==> config.mk <==
export PLATFORM = sky130hd
export DESIGN_NAME = udp_rx_top
export DESIGN_NICKNAME = d
export VERILOG_FILES = /design/src/source/udp_rx_pkg.sv /design/src/source/udp_rx_csr.sv /design/src/source/udp_rx_ctrl.sv /design/src/source/udp_rx_buffer.sv /design/src/source/udp_rx_top.sv
export VERILOG_INCLUDE_DIRS = /design/src /design/src/source
export SDC_FILE = /design/constraint.sdc
export NUM_CORES = 2
export LEC_CHECK = 0
export BUFFER_PORTS_ARGS = -buffer_cell sky130_fd_sc_hd__buf_2
export CORE_MARGIN = 8
export CORE_UTILIZATION = 55
export CTS_CLUSTER_SIZE = 8
export DETAILED_ROUTE_END_ITERATION = 16
export HOLD_SLACK_MARGIN = 0.12
export PLACE_DENSITY_LB_ADDON = 0.2
export SYNTH_ARGS = -nofsm -noshare
export SYNTH_HDL_FRONTEND = slang
export SYNTH_SLANG_ARGS = --single-unit
==> constraint.sdc <==
create_clock -name clk -period 5.3 [get_ports clk]
set_input_delay 0.795 -clock clk [delete_from_list [all_inputs] [get_ports clk]]
set_output_delay 0.795 -clock clk [all_outputs]
set_load 0.005 [all_outputs]
==> src/source/udp_rx_consts.svh <==
// Slot count must stay a power of two because ring pointers wrap by width; payload limit is SLOT_WORDS words of 8 bytes
`ifndef UDP_RX_CONSTS_SVH
`define UDP_RX_CONSTS_SVH

// Ring geometry
`define UDP_RX_SLOTS        4
`define UDP_RX_SLOT_IDX_W   2
`define UDP_RX_SLOT_WORDS   8
`define UDP_RX_WORD_IDX_W   3
`define UDP_RX_COUNT_W      3

// Largest payload a slot can hold, in bytes
`define UDP_RX_MAX_PAYLOAD  (`UDP_RX_SLOT_WORDS * 8)

// UDP header length, removed from the length field
`define UDP_RX_HDR_BYTES    8

// Register bus
`define UDP_RX_AXIL_AW      8
`define UDP_RX_AXIL_DW      32

// Payload stream width
`define UDP_RX_BEAT_W       64

`endif

==> src/source/udp_rx_pkg.sv <==
// Types shared by the receive path; field widths come from the constants header
`default_nettype none

`include "udp_rx_consts.svh"

package udp_rx_pkg;

    // Parsed UDP/IP header as delivered by the framing logic
    typedef struct packed {
        logic [31:0] src_ip;
        logic [15:0] src_port;
        logic [31:0] dst_ip;
        logic [15:0] dst_port;
        logic [15:0] length;
    } udp_hdr_t;

    typedef struct packed {
        logic [`UDP_RX_BEAT_W-1:0] data;
        logic                      last;
    } udp_beat_t;

    // Manager to subordinate half of AXI4-Lite
    typedef struct packed {
        logic [`UDP_RX_AXIL_AW-1:0]   awaddr;
        logic                         awvalid;
        logic [`UDP_RX_AXIL_DW-1:0]   wdata;
        logic [`UDP_RX_AXIL_DW/8-1:0] wstrb;
        logic                         wvalid;
        logic                         bready;
        logic [`UDP_RX_AXIL_AW-1:0]   araddr;
        logic                         arvalid;
        logic                         rready;
    } axil_req_t;

    typedef struct packed {
        logic                       awready;
        logic                       wready;
        logic [1:0]                 bresp;
        logic                       bvalid;
        logic                       arready;
        logic [`UDP_RX_AXIL_DW-1:0] rdata;
        logic [1:0]                 rresp;
        logic                       rvalid;
    } axil_rsp_t;

    typedef struct packed {
        logic        enable;
        logic [31:0] local_ip;
        logic [15:0] port;
    } rx_cfg_t;

    // Word writes into the open slot, commit closes it
    typedef struct packed {
        logic                         we;
        logic [`UDP_RX_WORD_IDX_W-1:0] idx;
        logic [`UDP_RX_BEAT_W-1:0]    data;
        logic                         commit;
        udp_hdr_t                     hdr;
    } slot_wr_t;

    typedef enum logic [1:0] {
        S_IDLE,
        S_CHECK,
        S_STORE,
        S_DISCARD
    } ctrl_state_e;

    // Byte offsets in the register window
    typedef enum logic [`UDP_RX_AXIL_AW-1:0] {
        CTRL        = 8'h00,
        LOCAL_IP    = 8'h04,
        STATUS      = 8'h08,
        DROPS       = 8'h0C,
        HEAD_SRC_IP = 8'h10,
        HEAD_PORTS  = 8'h14,
        HEAD_LEN    = 8'h18,
        POP         = 8'h1C,
        DATA        = 8'h40
    } csr_reg_e;

endpackage

`default_nettype wire

==> src/source/udp_rx_csr.sv <==
// AXI4-Lite slave with one outstanding read and one outstanding write; all responses are OKAY
`timescale 1ns/10ps
`default_nettype none

`include "udp_rx_consts.svh"

module udp_rx_csr (
    input  wire                                 clk,
    input  wire                                 rst_i,
    input  wire udp_rx_pkg::axil_req_t          axil_i,
    output udp_rx_pkg::axil_rsp_t               axil_o,
    output udp_rx_pkg::rx_cfg_t                 cfg_o,
    input  wire                                 drop_i,
    input  wire udp_rx_pkg::udp_hdr_t           head_hdr_i,
    input  wire [`UDP_RX_BEAT_W-1:0]            head_word_i,
    input  wire [`UDP_RX_COUNT_W-1:0]           count_i,
    output logic                                pop_o,
    output logic [`UDP_RX_WORD_IDX_W-1:0]       rd_word_o
);

    import udp_rx_pkg::*;

    logic                       aw_hs;
    logic                       ar_hs;
    logic                       bvalid_q;
    logic                       rvalid_q;
    logic [`UDP_RX_AXIL_DW-1:0] rdata_d;
    logic [`UDP_RX_AXIL_DW-1:0] rdata_q;
    logic                       enable_q;
    logic [15:0]                port_q;
    logic [31:0]                local_ip_q;
    logic [31:0]                drops_q;
    logic [31:0]                ctrl_merged;
    logic [31:0]                ip_merged;
    logic                       in_window;
    logic [`UDP_RX_AXIL_AW-1:0] win_off;

    // Byte-lane merge of a register write
    function automatic logic [31:0] merge_strb(
        input logic [31:0] old_val,
        input logic [31:0] new_val,
        input logic [3:0]  strb
    );
        logic [31:0] res;
        res = old_val;
        for (int b = 0; b < 4; b++) begin
            if (strb[b]) begin
                res[8*b +: 8] = new_val[8*b +: 8];
            end
        end
        return res;
    endfunction

    // Address and data must arrive together
    assign aw_hs = axil_i.awvalid && axil_i.wvalid && !bvalid_q;
    assign ar_hs = axil_i.arvalid && !rvalid_q;

    assign ctrl_merged = merge_strb({port_q, 15'd0, enable_q}, axil_i.wdata, axil_i.wstrb);
    assign ip_merged   = merge_strb(local_ip_q, axil_i.wdata, axil_i.wstrb);

    assign pop_o = aw_hs && (csr_reg_e'(axil_i.awaddr) == POP);

    // Data window, two 32-bit reads per payload word
    assign in_window = (int'(axil_i.araddr) >= int'(DATA)) &&
                       (int'(axil_i.araddr) < int'(DATA) + `UDP_RX_MAX_PAYLOAD);
    assign win_off   = axil_i.araddr - DATA;
    assign rd_word_o = win_off[3 +: `UDP_RX_WORD_IDX_W];

    always_comb begin
        rdata_d = '0;
        if (in_window) begin
            rdata_d = win_off[2] ? head_word_i[63:32] : head_word_i[31:0];
        end else begin
            case (csr_reg_e'(axil_i.araddr))
                CTRL:        rdata_d = {port_q, 15'd0, enable_q};
                LOCAL_IP:    rdata_d = local_ip_q;
                STATUS:      rdata_d = 32'(count_i);
                DROPS:       rdata_d = drops_q;
                HEAD_SRC_IP: rdata_d = head_hdr_i.src_ip;
                HEAD_PORTS:  rdata_d = {head_hdr_i.src_port, head_hdr_i.dst_port};
                HEAD_LEN:    rdata_d = 32'(head_hdr_i.length);
                default:     rdata_d = '0;
            endcase
        end
    end

    always_ff @(posedge clk) begin
        if (rst_i) begin
            bvalid_q   <= 1'b0;
            rvalid_q   <= 1'b0;
            enable_q   <= 1'b0;
            port_q     <= '0;
            local_ip_q <= '0;
            drops_q    <= '0;
        end else begin
            if (aw_hs) begin
                bvalid_q <= 1'b1;
            end else if (axil_i.bready) begin
                bvalid_q <= 1'b0;
            end

            if (ar_hs) begin
                rvalid_q <= 1'b1;
            end else if (axil_i.rready) begin
                rvalid_q <= 1'b0;
            end

            if (drop_i) begin
                drops_q <= drops_q + 32'd1;
            end

            if (aw_hs) begin
                case (csr_reg_e'(axil_i.awaddr))
                    CTRL: begin
                        enable_q <= ctrl_merged[0];
                        port_q   <= ctrl_merged[31:16];
                    end
                    LOCAL_IP: local_ip_q <= ip_merged;
                    default: ;
                endcase
            end
        end
    end

    // Read data captured at the address handshake
    always_ff @(posedge clk) begin
        if (ar_hs) begin
            rdata_q <= rdata_d;
        end
    end

    assign axil_o.awready = aw_hs;
    assign axil_o.wready  = aw_hs;
    assign axil_o.bresp   = 2'b00;
    assign axil_o.bvalid  = bvalid_q;
    assign axil_o.arready = ar_hs;
    assign axil_o.rdata   = rdata_q;
    assign axil_o.rresp   = 2'b00;
    assign axil_o.rvalid  = rvalid_q;

    assign cfg_o.enable   = enable_q;
    assign cfg_o.local_ip = local_ip_q;
    assign cfg_o.port     = port_q;

endmodule

`default_nettype wire

==> src/source/udp_rx_ctrl.sv <==
// One datagram in flight; beat count must match the UDP length, which is not rechecked here
`timescale 1ns/10ps
`default_nettype none

`include "udp_rx_consts.svh"

module udp_rx_ctrl (
    input  wire                        clk,
    input  wire                        rst_i,
    input  wire udp_rx_pkg::rx_cfg_t   cfg_i,
    input  wire                        full_i,
    input  wire udp_rx_pkg::udp_hdr_t  hdr_i,
    input  wire                        hdr_valid_i,
    output logic                       hdr_ready_o,
    input  wire udp_rx_pkg::udp_beat_t beat_i,
    input  wire                        beat_valid_i,
    output logic                       beat_ready_o,
    output udp_rx_pkg::slot_wr_t       wr_o,
    output logic                       drop_o,
    output logic                       rx_irq_o
);

    import udp_rx_pkg::*;

    ctrl_state_e                   state_q;
    ctrl_state_e                   state_d;
    udp_hdr_t                      hdr_q;
    logic                          hdr_ready_q;
    logic [`UDP_RX_WORD_IDX_W-1:0] word_q;
    logic                          commit_q;
    logic                          drop_q;
    logic                          hdr_hs;
    logic                          beat_hs;
    logic [15:0]                   pay_len;
    logic                          accept;

    assign hdr_hs  = hdr_valid_i && hdr_ready_q;
    assign beat_hs = beat_valid_i && beat_ready_o;

    // Short length fields wrap to a large value and fail the size test
    assign pay_len = hdr_q.length - 16'(`UDP_RX_HDR_BYTES);
    assign accept  = cfg_i.enable
                  && (hdr_q.dst_ip == cfg_i.local_ip)
                  && (hdr_q.dst_port == cfg_i.port)
                  && (pay_len <= 16'(`UDP_RX_MAX_PAYLOAD))
                  && !full_i;

    always_comb begin
        state_d = state_q;
        case (state_q)
            S_IDLE:    if (hdr_hs) state_d = S_CHECK;
            S_CHECK:   state_d = accept ? S_STORE : S_DISCARD;
            S_STORE,
            S_DISCARD: if (beat_hs && beat_i.last) state_d = S_IDLE;
            default:   state_d = S_IDLE;
        endcase
    end

    always_ff @(posedge clk) begin
        if (rst_i) begin
            state_q     <= S_IDLE;
            hdr_ready_q <= 1'b0;
            word_q      <= '0;
            commit_q    <= 1'b0;
            drop_q      <= 1'b0;
        end else begin
            state_q     <= state_d;
            hdr_ready_q <= (state_d == S_IDLE);
            commit_q    <= (state_q == S_STORE) && beat_hs && beat_i.last;
            drop_q      <= (state_q == S_DISCARD) && beat_hs && beat_i.last;
            if (hdr_hs) begin
                word_q <= '0;
            end else if (beat_hs) begin
                word_q <= word_q + 1'b1;
            end
        end
    end

    always_ff @(posedge clk) begin
        if (hdr_hs) begin
            hdr_q <= hdr_i;
        end
    end

    assign hdr_ready_o  = hdr_ready_q;
    // Never back-pressured once the decision is made
    assign beat_ready_o = (state_q == S_STORE) || (state_q == S_DISCARD);

    assign wr_o.we     = beat_hs && (state_q == S_STORE);
    assign wr_o.idx    = word_q;
    assign wr_o.data   = beat_i.data;
    assign wr_o.commit = commit_q;
    assign wr_o.hdr    = hdr_q;

    assign rx_irq_o = commit_q;
    assign drop_o   = drop_q;

endmodule

`default_nettype wire

==> src/source/udp_rx_buffer.sv <==
// Commit must only arrive when not full; words past a short payload keep stale data
`timescale 1ns/10ps
`default_nettype none

`include "udp_rx_consts.svh"

module udp_rx_buffer (
    input  wire                                clk,
    input  wire                                rst_i,
    input  wire udp_rx_pkg::slot_wr_t          wr_i,
    input  wire                                pop_i,
    input  wire [`UDP_RX_WORD_IDX_W-1:0]       rd_word_i,
    output udp_rx_pkg::udp_hdr_t               head_hdr_o,
    output logic [`UDP_RX_BEAT_W-1:0]          head_word_o,
    output logic [`UDP_RX_COUNT_W-1:0]         count_o,
    output logic                               full_o
);

    import udp_rx_pkg::*;

    localparam int DEPTH = `UDP_RX_SLOTS * `UDP_RX_SLOT_WORDS;

    logic [`UDP_RX_BEAT_W-1:0]    word_mem [DEPTH];
    udp_hdr_t                     hdr_mem  [`UDP_RX_SLOTS];
    logic [`UDP_RX_SLOT_IDX_W-1:0] wr_ptr_q;
    logic [`UDP_RX_SLOT_IDX_W-1:0] rd_ptr_q;
    logic [`UDP_RX_COUNT_W-1:0]   count_q;
    logic                         do_pop;

    // Empty ring ignores pop
    assign do_pop = pop_i && (count_q != '0);

    // Payload words go straight into the open slot
    always_ff @(posedge clk) begin
        if (wr_i.we) begin
            word_mem[{wr_ptr_q, wr_i.idx}] <= wr_i.data;
        end
        if (wr_i.commit) begin
            hdr_mem[wr_ptr_q] <= wr_i.hdr;
        end
    end

    always_ff @(posedge clk) begin
        if (rst_i) begin
            wr_ptr_q <= '0;
            rd_ptr_q <= '0;
            count_q  <= '0;
        end else begin
            if (wr_i.commit) begin
                wr_ptr_q <= wr_ptr_q + 1'b1;
            end
            if (do_pop) begin
                rd_ptr_q <= rd_ptr_q + 1'b1;
            end
            case ({wr_i.commit, do_pop})
                2'b10:   count_q <= count_q + 1'b1;
                2'b01:   count_q <= count_q - 1'b1;
                default: count_q <= count_q;
            endcase
        end
    end

    // Head slot is visible without a read latency
    assign head_hdr_o  = hdr_mem[rd_ptr_q];
    assign head_word_o = word_mem[{rd_ptr_q, rd_word_i}];
    assign count_o     = count_q;
    assign full_o      = (count_q == `UDP_RX_COUNT_W'(`UDP_RX_SLOTS));

endmodule

`default_nettype wire

==> src/source/udp_rx_top.sv <==
// Single clock domain; irq is a one-cycle pulse per stored datagram, no level status
`timescale 1ns/10ps
`default_nettype none

`include "udp_rx_consts.svh"

module udp_rx_top (
    input  wire                        clk,
    input  wire                        rst_i,
    input  wire udp_rx_pkg::udp_hdr_t  hdr_i,
    input  wire                        hdr_valid_i,
    output wire                        hdr_ready_o,
    input  wire udp_rx_pkg::udp_beat_t beat_i,
    input  wire                        beat_valid_i,
    output wire                        beat_ready_o,
    input  wire udp_rx_pkg::axil_req_t axil_i,
    output udp_rx_pkg::axil_rsp_t      axil_o,
    output wire                        rx_irq_o
);

    import udp_rx_pkg::*;

    rx_cfg_t                       cfg;
    logic                          drop;
    slot_wr_t                      wr;
    logic                          full;
    logic                          pop;
    logic [`UDP_RX_WORD_IDX_W-1:0] rd_word;
    udp_hdr_t                      head_hdr;
    logic [`UDP_RX_BEAT_W-1:0]     head_word;
    logic [`UDP_RX_COUNT_W-1:0]    count;

    udp_rx_csr u_csr (
        .clk         (clk),
        .rst_i       (rst_i),
        .axil_i      (axil_i),
        .axil_o      (axil_o),
        .cfg_o       (cfg),
        .drop_i      (drop),
        .head_hdr_i  (head_hdr),
        .head_word_i (head_word),
        .count_i     (count),
        .pop_o       (pop),
        .rd_word_o   (rd_word)
    );

    udp_rx_ctrl u_ctrl (
        .clk          (clk),
        .rst_i        (rst_i),
        .cfg_i        (cfg),
        .full_i       (full),
        .hdr_i        (hdr_i),
        .hdr_valid_i  (hdr_valid_i),
        .hdr_ready_o  (hdr_ready_o),
        .beat_i       (beat_i),
        .beat_valid_i (beat_valid_i),
        .beat_ready_o (beat_ready_o),
        .wr_o         (wr),
        .drop_o       (drop),
        .rx_irq_o     (rx_irq_o)
    );

    udp_rx_buffer u_buffer (
        .clk         (clk),
        .rst_i       (rst_i),
        .wr_i        (wr),
        .pop_i       (pop),
        .rd_word_i   (rd_word),
        .head_hdr_o  (head_hdr),
        .head_word_o (head_word),
        .count_o     (count),
        .full_o      (full)
    );

endmodule

`default_nettype wire

Yosys cells after proc, flatten, opt, wreduce, memory -nomap -nowiden. Memories as Yosys holds them, arrays and structs flattened. A register that Yosys moved wholly into a read port is not among the register bits. Cells that the tools add are included.

$lt $le $gt $ge: 3. Muxes and demuxes: 18. $add $sub $neg: 8. Equal/unequal tests: 16. Reduce and logical (&&, ||, !) cells: 38.

Operators with widths (number): $pmux W32 S7 (1); $mux W32 (2); $add A32 B1 Y32 const B (1); $eq A32 B32 Y1 (1); $eq A8 B5 Y1 const B (4); $reduce_and A3 Y1 (7); $logic_and A1 B1 Y1 (17); $eq A16 B16 Y1 (1); $eq A8 B3 Y1 const B (2); $eq A8 B4 Y1 const B (2); $le A16 B7 Y1 const B (1); $logic_not A8 Y1 (2); $sub A16 B4 Y16 const B (1); $mux W1 (9); $ge A8 B7 Y1 const B (1); $lt A8 B8 Y1 const B (1); $mux W2 (4); $add A3 B1 Y3 const B (2); $eq A2 B2 Y1 const B (3); $pmux W2 S3 (1); $pmux W3 S2 (1); $reduce_bool A2 Y1 (3); $sub A6 B1 Y6 const B (1); $add A2 B1 Y2 const B (2); other kinds (8) (13).

Flip-flop bits (word level): 242. Output and inout port bits: 44. RAM bits: 2496. Memories kept: 2. Logic and storage cells: 109. Input bits: 238.

Memories: u_buffer.word_mem (words 32, width 64, rd ports 1, clocked after Yosys merged registers in 0, wr ports 1, RTL line udp_rx_buffer.sv:23) `` logic [`UDP_RX_BEAT_W-1:0] word_mem [DEPTH]; ``; u_buffer.hdr_mem (words 4, width 112, rd ports 1, clocked after Yosys merged registers in 1, wr ports 1, RTL line udp_rx_buffer.sv:24) `` udp_hdr_t hdr_mem [`UDP_RX_SLOTS]; ``.

Depth between registers and ports, before layout.
Word-level depth: 8. Depth in mapped cells: 10. Mapped depth without buffers: 9.

Modules after synthesis. Synthesis repeated with hierarchy kept, for this count alone.

Cell total of the unflattened synthesis: 4983. Area, all modules: 105840.3 um2.

Modules (own cells, without submodules): udp_rx_buffer (times used 1, cells each 3995, area an instance 94313.0 um2, seq. area each 75132.1 um2); udp_rx_csr (times used 1, cells each 682, area an instance 6627.6 um2, seq. area each 2622.5 um2); udp_rx_ctrl (times used 1, cells each 306, area an instance 4899.7 um2, seq. area each 3523.4 um2).

Worst setup path after synthesis. No wires, ideal clock.

Path kind: input -> register. Start: input port hdr_valid_i. End: register u_ctrl.state_q[0]. Path buffers: 1. Required time: 5226 ps. Setup time: 74 ps. Arrival: 4822 ps. Slack: 404 ps. Stages on the path: 5. Cell sequence: and2_1 -> clkbuf_1 -> a22oi_1 -> a21o_1 -> a31oi_1.

Cells in the longest elaborated chain, start to end: 3.

Ends and longest elaborated chain: start, declared (RTL line udp_rx_top.sv:11) `input wire hdr_valid_i,`; $logic_and A1 B1 Y1 (RTL line udp_rx_ctrl.sv:37) `assign hdr_hs = hdr_valid_i && hdr_ready_q;`; named net u_ctrl.hdr_hs (RTL line udp_rx_ctrl.sv:32) `logic hdr_hs;`; $mux W2 (RTL line udp_rx_ctrl.sv:51) `S_IDLE: if (hdr_hs) state_d = S_CHECK;`; $pmux W2 S3 (RTL line udp_rx_ctrl.sv:50) `case (state_q)`; end signal, assigned (RTL line udp_rx_ctrl.sv:67) `state_q <= state_d;`; end, declared (RTL line udp_rx_ctrl.sv:25) `ctrl_state_e state_q;`.

The timed path passes the listed nets, and every way through them passes these cells. A chain may end at the register's enable or synchronous reset.

Worst setup path in the final report.
Start: register u_buffer.rd_ptr_q[0]. End: register u_csr.rdata_q[0], data pin.

Cells in the longest elaborated chain, start to end: 3.

Ends and longest elaborated chain: start, declared (RTL line udp_rx_buffer.sv:26) `` logic [`UDP_RX_SLOT_IDX_W-1:0] rd_ptr_q; ``; start signal, assigned (RTL line udp_rx_buffer.sv:53) `rd_ptr_q <= rd_ptr_q + 1'b1;`; $mem_v2 Z32 W64; $mux W32 (RTL line udp_rx_csr.sv:72) `rdata_d = win_off[2] ? head_word_i[63:32] : head_word_i[31:0];`; $mux W32 (RTL line udp_rx_csr.sv:71) `if (in_window) begin`; named net u_csr.rdata_d[0] (RTL line udp_rx_csr.sv:27) `` logic [`UDP_RX_AXIL_DW-1:0] rdata_d; ``; end signal, assigned (RTL line udp_rx_csr.sv:128) `rdata_q <= rdata_d;`; end, declared (RTL line udp_rx_csr.sv:28) `` logic [`UDP_RX_AXIL_DW-1:0] rdata_q; ``.

The timed path passes the listed nets, and every way through them passes these cells.

==> qor.txt <==
Avg WL per Cell - 36.4 µm
Final GP Congestion - 0.881
Post-DR vias/cell - 6.74
# Post-CTS Setup Buffers - 0
Std-Cell Core Area - 181,000 µm²
Top-area cell type share of the netlist area - 75.5%
Num ports - 282
Mapped Area - 99,900 µm²
Crit path max-delay cell type - o32ai_1
Rel. slew slack - -8.91%
Grt total ovfl - 0
R2r setup slk - 1050 ps
Die area - 195,000 µm²
Final Cell Area - 116,000 µm²
Max stage delay on crit path - 1340 ps
Initial DRC count - 7,222
HP Class - primary input to flop
CTS tree - done
Ys flop type - edfxtp_1
Row count - 156
Hold path start - axil_i[17]
Final HPWL DP - 157,000 µm
Met1 usage - 38.0%
Pin count of the biggest net entering global routing - 88
Max-cap viol count - 1
Internal power - 36.1 mW
Sequential share of the synthesized area - 77.5%
DRC - 0
Number of synthesized flops with an enable pin - 2,512
CP arrival - 4870 ps
Reg2reg start - u_buffer.rd_ptr_q[0]$_SDFFE_PP0P_
Switching Share - 20.2%
Final setup vio count - 0
CP startpoint kind - flop
Antenna violations before repair - 36
PortBufs - 277
RSZ-0062 raised after global routing - no
Seq pwr share - 50.6%
Cells along the critical path - buf_4 > inv_1 > buf_4 > nand3_1 > o22ai_1 > o32ai_1 > nand2_1
Crit path depth - 7
Synth top area cells - edfxtp_1 (76%), mux4_2 (14%), dfxtp_1 (2.0%), mux2i_1 (1.0%), o22ai_1 (0.75%)
Violated checks - capacitance limit, slew limit
Final hold vios - 0
Worst R2R Path Depth - 7
GRT Util Overall - 28.2%
Worst hold endpoint - u_csr.local_ip_q[1]$_SDFFE_PP0P_
Clk Latency, worst-skew pair - 960 ps
Die Span Y - 442 µm
Peak VDD IR - 0.000361 V
Worst Tran Pin Value - 1630 ps
Asr flop ratio synth - 0%
Global-route wire length before repair - 394,000 µm
Average size of a mapped cell - 22.0 µm²
Combinational fraction of design power - 3.7%
CP max FO - 34
Vias - 52,000
Worst setup path category - flop to flop
Routed Antenna Nets - 0
Pwr per Cell Area - 389 nW/µm²
Switching Power - 9.14 mW
Area leader, netlist - edfxtp_1
Leakage - 36.8 nW
Post-Route WL - 281,000 µm
Layout cell share with drive strength beyond 1 - 28.9%
CTS clk-pin slew, worst paths - 50 ps
CP endpoint kind - flop
CTS Sinks - 2,612
Placed cell area - 105,000 µm²
Setup tns final - 0 ps
Count leader, synth - edfxtp_1
Tcrit/Tclk final - 80.1%
Final Util - 64.5%
Clk root buf - clkbuf_16
Post-synth cell types - 71
Outcome - finished with violations
Vias in the first global route - 52,000
Max clock buf depth - 4
Area growth, synth to finish - 16.5%
TritonCTS Buffers - 376
Hold path depth - 3
Post-synth top cells - edfxtp_1 (2,512), mux4_2 (615), nor2_1 (185)
H-Tree Depth - 5
CP required - 5930 ps
Final Skew - 67.1 ps
Critical R2R Capture - u_csr.rdata_q[0]$_DFFE_PP_
Crit path time final - 4250 ps
Final net count - 5,501
Met3 usage - 6.83%
Final Slew Violations - 2
Worst path top cell family by delay - compound AO/OA/AOI/OAI gates
Worst path bufs/invs - 3
F_max - 235 MHz
Cell count after synthesis - 4,535
Flops & latches, synth - 2,612
Clock network power share - 45.7%
CP most frequent cell - buf_4
Initial core utilization - 55.3%
GR peak layer - met2
Die width - 442 µm
Pre-Repair DR Iteration Count - 6
GRT met2 Usage - 45.7%
Ys Warns - 0
[state kept, by name, indices dropped and copies added, names as in the netlist, 2 cells and up, named ones only]
register and count:
u_buffer.word_mem 2048, u_buffer.hdr_mem 320, u_ctrl.wr_o 112, u_csr.drops_q 32
u_csr.local_ip_q 32, u_csr.rdata_q 32, u_csr.port_q 16, u_buffer.count_o 3
u_ctrl.word_q 3, u_buffer.rd_ptr_q 2, u_buffer.wr_ptr_q 2, u_ctrl.state_q 2
[metal layers]
metal  routed length (µm)  share of wire (%)  up-vias
met4                10800                3.8       10
met1               104000                 37    27500
met5                   59              0.021        -
li1                     -                  -    20500
met3                29900                 11      591
met2               136000                 48     3363
[worst max path at each step]
stage                                            startpoint                           end  slack [ps]
after floorplan                                 hdr_valid_i  u_ctrl.state_q[0]$_SDFF_PP0_         400
after global placement                            axil_i[7]   u_csr.rdata_q[14]$_DFFE_PP_         500
after detailed placement                          axil_i[6]    u_csr.rdata_q[0]$_DFFE_PP_        1010
after CTS                 u_buffer.rd_ptr_q[0]$_SDFFE_PP0P_    u_csr.rdata_q[0]$_DFFE_PP_        1430
after global routing      u_buffer.rd_ptr_q[0]$_SDFFE_PP0P_    u_csr.rdata_q[0]$_DFFE_PP_        1210
final                     u_buffer.rd_ptr_q[0]$_SDFFE_PP0P_    u_csr.rdata_q[0]$_DFFE_PP_        1050
[repair_timing]
item / in CTS / in global routing
hold buffers: 147 / 0
resized for setup: 0 / 0
endpoints found under the hold margin: 161 / 0
[per-stage QoR]
stage               worst slack [ps]  power [mW]  hold slack [ps]  cells
floorplan                        404        24.1              458   4538
CTS                             1430        45.5              121   7697
detailed placement              1010        24.8              482   7096
finish                          1050        45.3              186   7716
global placement                 499        24.8              464   7094
global route                    1210        46.3              186   7702
[cells by family (layout without fill, tap and decap cells)]
family | Yosys count | count (layout) | share of synthesized area, %
compound gates | 362 | 362 | 2.49
xor+xnor | 82 | 82 | 0.719
fa+ha+maj | 12 | 12 | 0.158
buf+inv | 269 | 1058 | 1.57
flops | 2612 | 2612 | 77.5
mux | 748 | 748 | 15.2
other cells | 1 | 23 | 0.00375
simple gates | 449 | 449 | 2.30
[cells in the final DEF, fill, tap and decap left out, types with 7 or more instances in the layout]
master,n
nand3_1,24
and4_1,7
xnor2_1,48
nor2_4,32
dfxtp_1,96
nor4_1,39
o22ai_1,119
a31oi_1,7
o211ai_1,7
buf_2,273
o32ai_1,8
mux4_2,615
edfxtp_1,2512
nand2_1,52
a2111oi_2,9
a21oi_1,44
dlygate4sd3_1,147
a22o_1,8
nor2b_1,12
and3_1,12
or3_1,8
clkbuf_16,379
inv_1,23
buf_12,54
nand2b_1,15
mux2_2,29
nor2_1,153
diode_2,19
clkbuf_1,66
o21ai_0,26
o221ai_1,8
mux2i_1,104
a22oi_1,79
buf_4,103
nor3_1,24
nand4_1,21
a211oi_1,11
xor2_1,34
ha_1,11
[power groups by stage]
stage / combinational (mW) / sequential [mW] / clock (mW)
floorplan: 0.860 / 23.2 / 0
global placement: 1.53 / 23.3 / 0
detailed placement: 1.56 / 23.3 / 0
CTS: 1.65 / 22.9 / 20.9
global route: 1.74 / 22.9 / 21.7
finish: 1.65 / 22.9 / 20.7
[tightest hold or removal path, stage by stage]
cell     delay [ps]
buf_2           110
mux2i_1          80
nor2_1          100
[layout make-up]
type	count	area, µm²
fillers	11500	64200
clock buffers	445	9730
diodes	19	47.5
flip-flops and latches	2612	77400
clock inverters	9	126
inverters	24	90.1
repair buffers	580	4740
multi-input cells	1657	21200
well taps	2370	2970
Power figures use the tool's default switching activity.
